==> src/verilog/pinmux_pkg.sv <==
`default_nettype none

package pinmux_pkg;

   //----------------------------------------------------------------------
   // Bus and register widths
   //----------------------------------------------------------------------
   localparam int DATA_W   = 32;     // Bus data and register width
   localparam int BE_W     = 4;      // One enable per byte lane
   localparam int BYTE_W   = 8;      // Bits per byte lane
   localparam int ADDR_W   = 8;      // Byte address
   localparam int IDX_W    = 5;      // Word index
   localparam int ADDR_LSB = 2;      // Word aligned, byte bits dropped

   //----------------------------------------------------------------------
   // Register word indices
   //----------------------------------------------------------------------
   localparam logic [IDX_W-1:0] REG_CHIP_ID   = 5'd0;
   localparam logic [IDX_W-1:0] REG_GPIO_IN   = 5'd2;   // Captured pins, read only
   localparam logic [IDX_W-1:0] REG_GPIO_OUT  = 5'd3;
   localparam logic [IDX_W-1:0] REG_GPIO_DIR  = 5'd4;
   localparam logic [IDX_W-1:0] REG_GPIO_TYPE = 5'd5;
   localparam logic [IDX_W-1:0] REG_INT_STAT  = 5'd9;   // W1C
   localparam logic [IDX_W-1:0] REG_INT_SET   = 5'd10;  // W1S alias of status
   localparam logic [IDX_W-1:0] REG_INT_MASK  = 5'd11;
   localparam logic [IDX_W-1:0] REG_POS_SEL   = 5'd12;
   localparam logic [IDX_W-1:0] REG_NEG_SEL   = 5'd13;

   // Identification word
   localparam logic [15:0] MANU_ID  = 16'h8949;
   localparam logic [7:0]  CHIP_ID  = 8'h02;
   localparam logic [7:0]  CHIP_REV = 8'h01;
   localparam logic [DATA_W-1:0] CHIP_ID_WORD = {MANU_ID, CHIP_ID, CHIP_REV};

   //----------------------------------------------------------------------
   // Shared structs
   //----------------------------------------------------------------------
   typedef struct packed {
      logic              wr;      // Write strobe
      logic              rd;      // Read strobe
      logic              fresh;   // Not yet acknowledged
      logic [IDX_W-1:0]  idx;
      logic [DATA_W-1:0] wdata;
      logic [BE_W-1:0]   be;
   } reg_req_t;

   typedef struct packed {
      logic [DATA_W-1:0] out_data;
      logic [DATA_W-1:0] dir_sel;
      logic [DATA_W-1:0] out_type;
      logic [DATA_W-1:0] posedge_sel;
      logic [DATA_W-1:0] negedge_sel;
   } gpio_cfg_t;

   typedef struct packed {
      logic [DATA_W-1:0] status;
      logic [DATA_W-1:0] mask;
   } gpio_irq_rd_t;

   // Byte enables widened to a bit mask
   function automatic logic [DATA_W-1:0] be_to_mask(input logic [BE_W-1:0] be);
      logic [DATA_W-1:0] m;
      for (int i = 0; i < BE_W; i++)
      begin
         m[i*BYTE_W +: BYTE_W] = {BYTE_W{be[i]}};
      end
      return m;
   endfunction

endpackage

`default_nettype wire

==> src/verilog/pinmux_bus_front.sv <==
`timescale 1ns/1ps
`default_nettype none

module pinmux_bus_front (
   input  wire logic                            mclk,
   input  wire logic                            h_reset_n,
   input  wire logic                            reg_cs,
   input  wire logic                            reg_wr,
   input  wire logic [pinmux_pkg::ADDR_W-1:0]   reg_addr,
   input  wire logic [pinmux_pkg::DATA_W-1:0]   reg_wdata,
   input  wire logic [pinmux_pkg::BE_W-1:0]     reg_be,
   output pinmux_pkg::reg_req_t                 req
);

   logic                            wr_q;
   logic                            rd_q;
   logic [1:0]                      cs_hist;   // [0] last edge, [1] edge before
   logic [pinmux_pkg::IDX_W-1:0]    idx_q;
   logic [pinmux_pkg::DATA_W-1:0]   wdata_q;
   logic [pinmux_pkg::BE_W-1:0]     be_q;

   //----------------------------------------------------------------------
   // Strobes and select history
   //----------------------------------------------------------------------
   always_ff @(posedge mclk or negedge h_reset_n)
   begin
      if (!h_reset_n)
      begin
         wr_q    <= 1'b0;
         rd_q    <= 1'b0;
         cs_hist <= 2'b00;
      end
      else
      begin
         wr_q    <= reg_cs & reg_wr;
         rd_q    <= reg_cs & ~reg_wr;
         cs_hist <= {cs_hist[0], reg_cs};
      end
   end

   // Payload, only looked at under a strobe
   always_ff @(posedge mclk)
   begin
      idx_q   <= reg_addr[pinmux_pkg::ADDR_LSB +: pinmux_pkg::IDX_W];
      wdata_q <= reg_wdata;
      be_q    <= reg_be;
   end

   always_comb
   begin
      req.wr    = wr_q;
      req.rd    = rd_q;
      req.fresh = ~cs_hist[1];   // Select already up two edges back, acked
      req.idx   = idx_q;
      req.wdata = wdata_q;
      req.be    = be_q;
   end

endmodule

`default_nettype wire

==> src/verilog/pinmux_gpio_cfg.sv <==
`timescale 1ns/1ps
`default_nettype none

module pinmux_gpio_cfg (
   input  wire logic                            mclk,
   input  wire logic                            h_reset_n,
   input  pinmux_pkg::reg_req_t                 req,
   input  wire logic [pinmux_pkg::DATA_W-1:0]   gpio_in_data,     // Raw pad inputs
   output pinmux_pkg::gpio_cfg_t                cfg,
   output logic      [pinmux_pkg::DATA_W-1:0]   gpio_data_in,     // Captured copy
   output logic      [pinmux_pkg::DATA_W-1:0]   gpio_prev_indata  // Second sync stage
);

   pinmux_pkg::gpio_cfg_t            cfg_q;
   logic [pinmux_pkg::DATA_W-1:0]    wmask;
   logic [pinmux_pkg::DATA_W-1:0]    gpio_in_s;    // First sync stage
   logic [pinmux_pkg::DATA_W-1:0]    gpio_in_ss;   // Second sync stage
   logic [pinmux_pkg::DATA_W-1:0]    gpio_cap;

   assign wmask = pinmux_pkg::be_to_mask(req.be);

   //----------------------------------------------------------------------
   // Configuration words, byte lane writes
   //----------------------------------------------------------------------
   always_ff @(posedge mclk or negedge h_reset_n)
   begin
      if (!h_reset_n)
      begin
         cfg_q <= '0;
      end
      else if (req.wr)
      begin
         case (req.idx)
            pinmux_pkg::REG_GPIO_OUT:
               cfg_q.out_data    <= (cfg_q.out_data & ~wmask) | (req.wdata & wmask);
            pinmux_pkg::REG_GPIO_DIR:
               cfg_q.dir_sel     <= (cfg_q.dir_sel & ~wmask) | (req.wdata & wmask);
            pinmux_pkg::REG_GPIO_TYPE:   // 0 static, 1 waveform
               cfg_q.out_type    <= (cfg_q.out_type & ~wmask) | (req.wdata & wmask);
            pinmux_pkg::REG_POS_SEL:
               cfg_q.posedge_sel <= (cfg_q.posedge_sel & ~wmask) | (req.wdata & wmask);
            pinmux_pkg::REG_NEG_SEL:
               cfg_q.negedge_sel <= (cfg_q.negedge_sel & ~wmask) | (req.wdata & wmask);
            default:
               cfg_q <= cfg_q;   // Other indices not in this bank
         endcase
      end
   end

   assign cfg = cfg_q;

   //----------------------------------------------------------------------
   // Input pins, double sync then capture
   //----------------------------------------------------------------------
   always_ff @(posedge mclk or negedge h_reset_n)
   begin
      if (!h_reset_n)
      begin
         gpio_in_s  <= '0;
         gpio_in_ss <= '0;
         gpio_cap   <= '0;
      end
      else
      begin
         gpio_in_s  <= gpio_in_data;
         gpio_in_ss <= gpio_in_s;
         gpio_cap   <= gpio_in_ss;   // Pin change visible here on third edge
      end
   end

   // Previous and current values feed edge detect downstream
   assign gpio_prev_indata = gpio_in_ss;
   assign gpio_data_in     = gpio_cap;

endmodule

`default_nettype wire

==> src/verilog/pinmux_gpio_irq.sv <==
`timescale 1ns/1ps
`default_nettype none

module pinmux_gpio_irq (
   input  wire logic                            mclk,
   input  wire logic                            h_reset_n,
   input  pinmux_pkg::reg_req_t                 req,
   input  wire logic [pinmux_pkg::DATA_W-1:0]   gpio_int_event,   // From GPIO control
   output pinmux_pkg::gpio_irq_rd_t             irq_rd,
   output logic                                 gpio_intr
);

   localparam int BW = pinmux_pkg::BYTE_W;

   logic [pinmux_pkg::DATA_W-1:0]    status_q;
   logic [pinmux_pkg::DATA_W-1:0]    status_nxt;
   logic [pinmux_pkg::DATA_W-1:0]    mask_q;
   logic [pinmux_pkg::DATA_W-1:0]    wmask;
   logic                             clr_wr;   // Write to W1C index
   logic                             set_wr;   // Write to W1S alias
   logic                             mask_wr;

   assign clr_wr  = req.wr && (req.idx == pinmux_pkg::REG_INT_STAT);
   assign set_wr  = req.wr && (req.idx == pinmux_pkg::REG_INT_SET);
   assign mask_wr = req.wr && (req.idx == pinmux_pkg::REG_INT_MASK);
   assign wmask   = pinmux_pkg::be_to_mask(req.be);

   //----------------------------------------------------------------------
   // Status next value per lane
   //----------------------------------------------------------------------
   always_comb
   begin
      for (int i = 0; i < pinmux_pkg::BE_W; i++)
      begin
         if (clr_wr && req.be[i])
            status_nxt[i*BW +: BW] = (status_q[i*BW +: BW] & ~req.wdata[i*BW +: BW])
                                     | gpio_int_event[i*BW +: BW];
         else if (set_wr && req.be[i])
            status_nxt[i*BW +: BW] = status_q[i*BW +: BW] | req.wdata[i*BW +: BW]
                                     | gpio_int_event[i*BW +: BW];
         else
            status_nxt[i*BW +: BW] = status_q[i*BW +: BW] | gpio_int_event[i*BW +: BW];
      end
   end

   // Events OR in last so they beat a clear
   always_ff @(posedge mclk or negedge h_reset_n)
   begin
      if (!h_reset_n)
      begin
         status_q <= '0;
         mask_q   <= '0;
      end
      else
      begin
         status_q <= status_nxt;
         if (mask_wr)
            mask_q <= (mask_q & ~wmask) | (req.wdata & wmask);
      end
   end

   assign irq_rd.status = status_q;
   assign irq_rd.mask   = mask_q;
   assign gpio_intr     = |(status_q & mask_q);   // Single line to the CPU

endmodule

`default_nettype wire

==> src/verilog/pinmux_read_resp.sv <==
`timescale 1ns/1ps
`default_nettype none

module pinmux_read_resp (
   input  wire logic                            mclk,
   input  wire logic                            h_reset_n,
   input  pinmux_pkg::reg_req_t                 req,
   input  pinmux_pkg::gpio_cfg_t                cfg,
   input  wire logic [pinmux_pkg::DATA_W-1:0]   gpio_data_in,
   input  pinmux_pkg::gpio_irq_rd_t             irq_rd,
   output logic      [pinmux_pkg::DATA_W-1:0]   reg_rdata,
   output logic                                 reg_ack
);

   logic [pinmux_pkg::DATA_W-1:0]   rd_word;

   //----------------------------------------------------------------------
   // Read mux, unmapped words read zero
   //----------------------------------------------------------------------
   always_comb
   begin
      case (req.idx)
         pinmux_pkg::REG_CHIP_ID:   rd_word = pinmux_pkg::CHIP_ID_WORD;
         pinmux_pkg::REG_GPIO_IN:   rd_word = gpio_data_in;
         pinmux_pkg::REG_GPIO_OUT:  rd_word = cfg.out_data;
         pinmux_pkg::REG_GPIO_DIR:  rd_word = cfg.dir_sel;
         pinmux_pkg::REG_GPIO_TYPE: rd_word = cfg.out_type;
         pinmux_pkg::REG_INT_STAT:  rd_word = irq_rd.status;
         pinmux_pkg::REG_INT_SET:   rd_word = irq_rd.status;   // Alias reads status
         pinmux_pkg::REG_INT_MASK:  rd_word = irq_rd.mask;
         pinmux_pkg::REG_POS_SEL:   rd_word = cfg.posedge_sel;
         pinmux_pkg::REG_NEG_SEL:   rd_word = cfg.negedge_sel;
         default:                   rd_word = '0;
      endcase
   end

   //----------------------------------------------------------------------
   // Read data and ack, one pulse per request
   //----------------------------------------------------------------------
   always_ff @(posedge mclk or negedge h_reset_n)
   begin
      if (!h_reset_n)
      begin
         reg_rdata <= '0;
         reg_ack   <= 1'b0;
      end
      else if (req.rd && req.fresh && !reg_ack)
      begin
         reg_rdata <= rd_word;   // Held until next read
         reg_ack   <= 1'b1;
      end
      else if (req.wr && req.fresh && !reg_ack)
      begin
         reg_ack   <= 1'b1;
      end
      else
      begin
         reg_ack   <= 1'b0;
      end
   end

endmodule

`default_nettype wire

==> src/verilog/pinmux_reg.sv <==
`timescale 1ns/1ps
`default_nettype none

module pinmux_reg (
   input  wire logic                            mclk,
   input  wire logic                            h_reset_n,

   // Register bus
   input  wire logic                            reg_cs,
   input  wire logic                            reg_wr,
   input  wire logic [pinmux_pkg::ADDR_W-1:0]   reg_addr,
   input  wire logic [pinmux_pkg::DATA_W-1:0]   reg_wdata,
   input  wire logic [pinmux_pkg::BE_W-1:0]     reg_be,
   output logic      [pinmux_pkg::DATA_W-1:0]   reg_rdata,
   output logic                                 reg_ack,

   // GPIO side
   input  wire logic [pinmux_pkg::DATA_W-1:0]   gpio_in_data,
   input  wire logic [pinmux_pkg::DATA_W-1:0]   gpio_int_event,
   output pinmux_pkg::gpio_cfg_t                cfg_gpio,
   output logic      [pinmux_pkg::DATA_W-1:0]   cfg_gpio_data_in,
   output logic      [pinmux_pkg::DATA_W-1:0]   gpio_prev_indata,
   output logic                                 gpio_intr
);

   pinmux_pkg::reg_req_t       req;      // Registered bus request
   pinmux_pkg::gpio_irq_rd_t   irq_rd;   // Status and mask for reads

   //----------------------------------------------------------------------
   // Bus front end
   //----------------------------------------------------------------------
   pinmux_bus_front u_bus_front (
      .mclk        (mclk),
      .h_reset_n   (h_reset_n),
      .reg_cs      (reg_cs),
      .reg_wr      (reg_wr),
      .reg_addr    (reg_addr),
      .reg_wdata   (reg_wdata),
      .reg_be      (reg_be),
      .req         (req)
   );

   // GPIO configuration bank
   pinmux_gpio_cfg u_gpio_cfg (
      .mclk               (mclk),
      .h_reset_n          (h_reset_n),
      .req                (req),
      .gpio_in_data       (gpio_in_data),
      .cfg                (cfg_gpio),
      .gpio_data_in       (cfg_gpio_data_in),
      .gpio_prev_indata   (gpio_prev_indata)
   );

   // Interrupt bank
   pinmux_gpio_irq u_gpio_irq (
      .mclk             (mclk),
      .h_reset_n        (h_reset_n),
      .req              (req),
      .gpio_int_event   (gpio_int_event),
      .irq_rd           (irq_rd),
      .gpio_intr        (gpio_intr)
   );

   // Read data and acknowledge
   pinmux_read_resp u_read_resp (
      .mclk           (mclk),
      .h_reset_n      (h_reset_n),
      .req            (req),
      .cfg            (cfg_gpio),
      .gpio_data_in   (cfg_gpio_data_in),
      .irq_rd         (irq_rd),
      .reg_rdata      (reg_rdata),
      .reg_ack        (reg_ack)
   );

endmodule

`default_nettype wire

==> config.mk <==
export PLATFORM = sky130hd
export DESIGN_NAME = pinmux_reg
export DESIGN_NICKNAME = d
export VERILOG_FILES = /design/src/verilog/pinmux_pkg.sv /design/src/verilog/pinmux_bus_front.sv /design/src/verilog/pinmux_gpio_cfg.sv /design/src/verilog/pinmux_gpio_irq.sv /design/src/verilog/pinmux_read_resp.sv /design/src/verilog/pinmux_reg.sv
export SDC_FILE = /design/constraint.sdc
export NUM_CORES = 1
export LEC_CHECK = 0
export BUFFER_PORTS_ARGS = -buffer_cell sky130_fd_sc_hd__buf_2
export CORE_AREA = 5 5 190 192
export CTS_CLUSTER_SIZE = 10
export DETAILED_ROUTE_END_ITERATION = 8
export DIE_AREA = 0 0 195 197
export PLACE_DENSITY = 0.72
export SLEW_MARGIN = 20
export SYNTH_ARGS = -nofsm -noshare
export SYNTH_HDL_FRONTEND = slang
export SYNTH_SLANG_ARGS = --single-unit
==> constraint.sdc <==
create_clock -name mclk -period 1.7 [get_ports mclk]
set_input_delay 0.34 -clock mclk [delete_from_list [all_inputs] [get_ports mclk]]
set_output_delay 0.34 -clock mclk [all_outputs]
set_load 0.01 [all_outputs]
==> qor.txt, run 1 <==
Outcome: complete, but fails checks
Final instance count without filler cells: 2,274
Root Buffer: clkbuf_16
CP Data Required Time: 1.36 ns
Syn nets: 1,206
FF+latch area: 9770 sq um
Final Wtd Congestion: 0.907
Initial core utilization: 44.5%
Max VDD drop: 677 uV
HPWL after DPL: 40,000 microns
Seq/Total Area, Yosys: 64.1%
Failing checks: negative setup slack
Final period util: 142%
Final Skew: 0.0178 ns
Setup ws final: -0.716 ns
WL/cell: 26.1 microns
Post-layout minimum cycle time: 2.42 ns
First-pass GRT wire length: 88,100 microns
Number of clock sinks: 398
Cell area after layout: 23,800 sq um
Vias in the first global route: 13,773
Synth warnings: 0
FMAX: 414 MHz
Remaining DRCs: 0
Mean Syn Cell Area: 13.9 sq um
Max-slew violations: 0
Clock-pin slew on the worst setup and hold paths: 0.06 ns
Multi-input gate area: 6380 sq um
Placed cells: 2,036
Slew HR: 64.0%
Hold Worst Slack: 0.0431 ns
Setup-failing EPs final: 252
Pre-antenna DRT Iters: 5
Synth Flop Type: dfrtp_1
Area grow syn2layout: 56.5%
Async set-reset flop share out of synthesis: 89.7%
Initial antenna violation count: 9
Synth top area cells: dfrtp_1 (59%), mux2_2 (13%), dfxtp_1 (5.4%), a22oi_1 (4.9%), a22o_1 (1.7%)
Worst skew pair latency: 0.57 ns
Die Width: 195 microns
Crit Path Class: reg2out
# rows: 68
Critical path fanouts, max: 2
Placed inst area: 19,100 sq um
Synth area leader: dfrtp_1
NumNets Final: 1,886
Final hold violation count: 0
DR iter-0 viols: 1,091
Final-layout fill cell count: 2,305
Die Ht: 197 microns
Vias/cell: 5.72
Cell count after synthesis: 1,094
Core ar.: 34,200 sq um
Worst Tran Pin Value: 0.539 ns
I/O pin cnt: 370
Power Density: 952 nW/um^2
Total track usage: 29.9%
Commonest cells in the netlist: dfrtp_1 (357), mux2_2 (176), a22oi_1 (99), buf_2 (43), dfxtp_1 (41)
Yosys reg bits: 398
Worst path arrival time: 2.08 ns
CTS Buf Count: 47
Die area: 38,400 sq um
HP Class: in2reg
CTS tree: done
MaxCap Viol Count: 0
Layout cells sized above 1: 57.9%
Drt total wl: 59,300 microns
Static Leakage: 11.5 nW
Count of cell types in the netlist: 57
Antenna Violating Nets Remaining: 0
Total number of vias: 12,998
Yosys top cell area share: 58.7%
Post-Syn Area: 15,200 sq um
Max clock buf depth: 3
Largest net degree at the start of global routing: 63
H-tree depth: 2
Most frequent cell after synthesis: dfrtp_1
GRT Residual Overflow: 0
Post-synth EDFFs: 0
Core Util, Final: 69.6%
Setup crit start kind: flip-flop
Port bufs: 366
Crit end category: output port
RSZ-0062 raised after global routing: true
-- routing by layer --
metal	vias up	share of wire (%)	global-route usage, %
met1	6594	40	40.3
met3	183	8.7	6.89
met2	719	46	46.8
li1	5500	-	-
met5	-	0.013	0
met4	2	4.8	13.2
-- per-stage QoR --
step | setup slack [ns] | power (mW) | TNS (ns)
3_3_place_gp | -0.525 | 12.8 | -65.88
2_1_floorplan | -0.00476 | 11.4 | -0.00476
3_5_place_dp | -0.495 | 12.8 | -78.10
5_1_grt | -0.786 | 23.4 | -46.28
4_1_cts | -0.726 | 22.6 | -25.07
6_report | -0.716 | 22.7 | -34.67
-- kinds of logic (layout without fill, tap and decap cells) --
family	Yosys count	count (layout)	synth area share, %
AND/OR/NAND/NOR	144	144	5.89
other	0	8	0
buffers and inverters	110	827	3.37
XOR/XNOR	2	2	0.115
AO/OA/AOI/OAI	250	250	12.4
flip-flops	398	398	64.1
multiplexers	190	190	14.0
-- layout make-up --
type	count	area share (%)
Multi-Input combinational cell	586	26.8
Timing Repair Buffer	701	23.1
Inverter	40	0.631
Tap cell	455	2.39
Clock buffer	83	5.73
Clock inverter	3	0.179
Antenna cell	8	0.0841
Sequential cell	398	41.1
-- final timing paths --
kind                       slack (ns)                         endpoint  depth (start not counted)                startpoint
setup reg to reg                -0.25                        flip-flop                          6      u_bus_front.idx_q[0]
max in group asynchronous        0.69       asynchronous set/reset pin                          3                 h_reset_n
hold / removal                   0.04          u_gpio_irq.status_q[24]                          3        gpio_int_event[24]
setup / recovery                -0.72                        gpio_intr                          5    u_gpio_irq.status_q[1]
hold reg to reg                  0.34  u_gpio_cfg.gpio_prev_indata[14]                          0  u_gpio_cfg.gpio_in_s[14]
min in group asynchronous        0.31       asynchronous set/reset pin                          2                 h_reset_n
-- repair_timing --
| action | in CTS | in global routing |
|---|---|---|
| buffers inserted | 56 | 24 |
| cloned | 2 | 0 |
| hold buffers | 76 | 0 |
| hold endpoints to repair | 108 | 0 |
| resized for setup | 373 | 75 |
| pin swaps | 133 | 87 |
| setup endpoints to repair | 257 | 257 |
-- worst max-delay path, stage by stage, from the launching register on --
cell and delay (ns):
dfrtp_1 0.40, a22oi_2 0.20, buf_4 0.15, nand4_1 0.07, or4_1 0.54, buf_6 0.15
-- report_power, final --
group	internal, mW	switching, mW
Clock	5.54	3.82
Combinational	1.37	1.27
Sequential	10.0	0.637
-- placed cells by master, fill, tap and decap left out, types with 29 or more instances in the layout --
cell type / count
a22oi_1: 41
clkbuf_16: 49
clkbuf_1: 33
a22oi_2: 58
dfrtp_1: 357
a211oi_2: 32
dfxtp_1: 36
buf_2: 364
inv_1: 40
dlygate4sd3_1: 76
buf_12: 43
buf_4: 132
buf_6: 66
a22o_1: 29
a31oi_1: 35
mux2_2: 82
mux2_4: 104
No activity file was read; power rests on OpenSTA's default activity.
==> inputs of run 2 (changes only) <==
PLACE_DENSITY = 0.71   (was 0.72)
==> run 2 against run 1 <==
  * The flow still finishes with violations (negative setup slack)
  * Clock-buffer cell count fell by 11
  * Wire length rose by 3.1%
  * Sequential power barely moved
  * Fmax rose by 0.14%
  * First-iteration DRC count fell by 9.3%
  * Worst hold slack improved by 0.0063 ns
  * Total power rose by 0.75%
  * Worst setup slack improved by 0.0034 ns
  * Sequential share of layout area rose by 0.070 points
  * Clock power rose by 1%
  * Highest routed layer unchanged
==> qor.txt, run 2 (synthesis gave the netlist of run 1 again) <==
Total number of vias: 13,330
Initial core utilization: 44.5%
Sw power: 5.70 mW
Outcome: complete, but fails checks
CTS Buf Count: 47
Most frequent cells in the layout: buf_2 (364), dfrtp_1 (354), buf_4 (153), mux2_4 (105), mux2_2 (81)
I/O pin cnt: 370
Worst skew pair latency: 0.56 ns
RSZ-0062 raised after global routing: true
FMAX: 415 MHz
Setup crit start kind: flip-flop
CTS tree: done
HP Class: in2reg
Final Skew: 0.0121 ns
Die Width: 195 microns
Internal power: 17.1 mW
Power Density: 961 nW/um^2
HPWL after DPL: 40,300 microns
Final period util: 142%
Max VDD drop: 786 uV
Pre-antenna DRT Iters: 7
Final Wtd Congestion: 0.887
Comb pwr share: 11.6%
Most common cell after layout, fill and taps aside: buf_2
Clock group share of total power: 41.6%
Crit Path Class: reg2out
First-pass GRT wire length: 89,700 microns
# rows: 68
MaxCap Viol Count: 0
DR iter-0 viols: 990
Switching share of power: 24.9%
Largest net degree at the start of global routing: 61
Setup-failing EPs final: 256
Clock-pin slew on the worst setup and hold paths: 0.06 ns
Part of the power in registers: 46.8%
Crit end category: output port
Antenna Violating Nets Remaining: 0
Max-slew violations: 0
Vias in the first global route: 14,035
Final hold violation count: 0
Setup ws final: -0.712 ns
Vias/cell: 5.88
Die Ht: 197 microns
Critical path fanouts, max: 2
Core ar.: 34,200 sq um
CP Data Required Time: 1.36 ns
Number of clock sinks: 398
WL/cell: 26.9 microns
Root Buffer: clkbuf_16
Post-layout minimum cycle time: 2.41 ns
Remaining DRCs: 0
Worst Tran Pin Value: 0.580 ns
Total track usage: 30.4%
Layout cells sized above 1: 59.1%
Die area: 38,400 sq um
Max clock buf depth: 3
H-tree depth: 2
GRT Residual Overflow: 0
Slew HR: 61.3%
Area grow syn2layout: 56.2%
Hold Worst Slack: 0.0494 ns
Worst path arrival time: 2.07 ns
Drt total wl: 61,100 microns
Failing checks: negative setup slack
Initial antenna violation count: 6
NumNets Final: 1,894
Port bufs: 366
Cell area after layout: 23,800 sq um
Static Leakage: 11.5 nW
Placed inst area: 19,200 sq um
==> run 2: repair_timing <==
action,4_1_cts,5_1_grt
gates cloned,3,0
hold endpoints to repair,122,0
gates resized for setup,352,92
buffers inserted,46,21
pin swaps,103,66
setup endpoints to repair,257,257
hold buffers,76,0
==> run 2: area by class of cell <==
type | instances | area [sq um]
Clock inverter | 4 | 95.1
Fill cell | 2252 | 10400
Sequential cell | 398 | 9770
Tap cell | 455 | 569
Antenna cell | 4 | 10.0
Multi-Input combinational cell | 587 | 6430
Inverter | 40 | 150
Timing Repair Buffer | 708 | 5410
Clock buffer | 72 | 1320
==> run 2: worst paths after layout <==
kind,start,to,slack [ns],cells past startpoint
max,u_gpio_irq.status_q[23],gpio_intr,-0.71,5
min reg2reg,u_gpio_cfg.gpio_in_s[11],u_gpio_cfg.gpio_prev_indata[11],0.34,0
max in group asynchronous,h_reset_n,u_gpio_cfg.gpio_prev_indata[26],0.62,3
min in group asynchronous,h_reset_n,u_gpio_cfg.gpio_in_s[0],0.34,2
min,gpio_int_event[10],u_gpio_irq.status_q[10],0.05,3
max reg2reg,u_bus_front.idx_q[0],u_read_resp.reg_rdata[3],-0.27,10
==> run 2: worst max-delay path, stage by stage, from the launching register on <==
cell and delay [ns]:
dfrtp_1 0.42, a22oi_1 0.22, buf_4 0.17, nand4_1 0.12, or4_4 0.44, buf_6 0.15
==> run 2: layer usage <==
metal | global-route usage (%) | vias up | wire length (microns)
met5 | 0 | - | 14
li1 | - | 5511 | -
met3 | 7.97 | 205 | 5660
met1 | 40.5 | 6815 | 23800
met4 | 13.6 | 4 | 3230
met2 | 47.5 | 795 | 28400
==> run 2: through the flow <==
step           TNS [ns]  setup slack [ns]  util (%)  instances  power, mW
2_1_floorplan  -0.00476          -0.00476         -       1094       11.4
3_3_place_gp     -66.27            -0.700      56.0       2052       12.8
3_5_place_dp     -80.37            -0.610      56.0       2052       12.8
4_1_cts          -26.54            -0.674      67.9       2247       22.7
5_1_grt          -48.43            -0.751      69.5       2268       23.5
6_report         -39.16            -0.712      69.5       2268       22.8
==> run 2: power by group through the flow <==
stage          Combinational [mW]  Sequential, mW  Clock [mW]
6_report                     2.65            10.7        9.50
5_1_grt                      2.82            10.7        9.99
4_1_cts                      2.54            10.6        9.57
3_5_place_dp                 2.09            10.7           0
3_3_place_gp                 2.05            10.7           0
2_1_floorplan               0.637            10.8           0
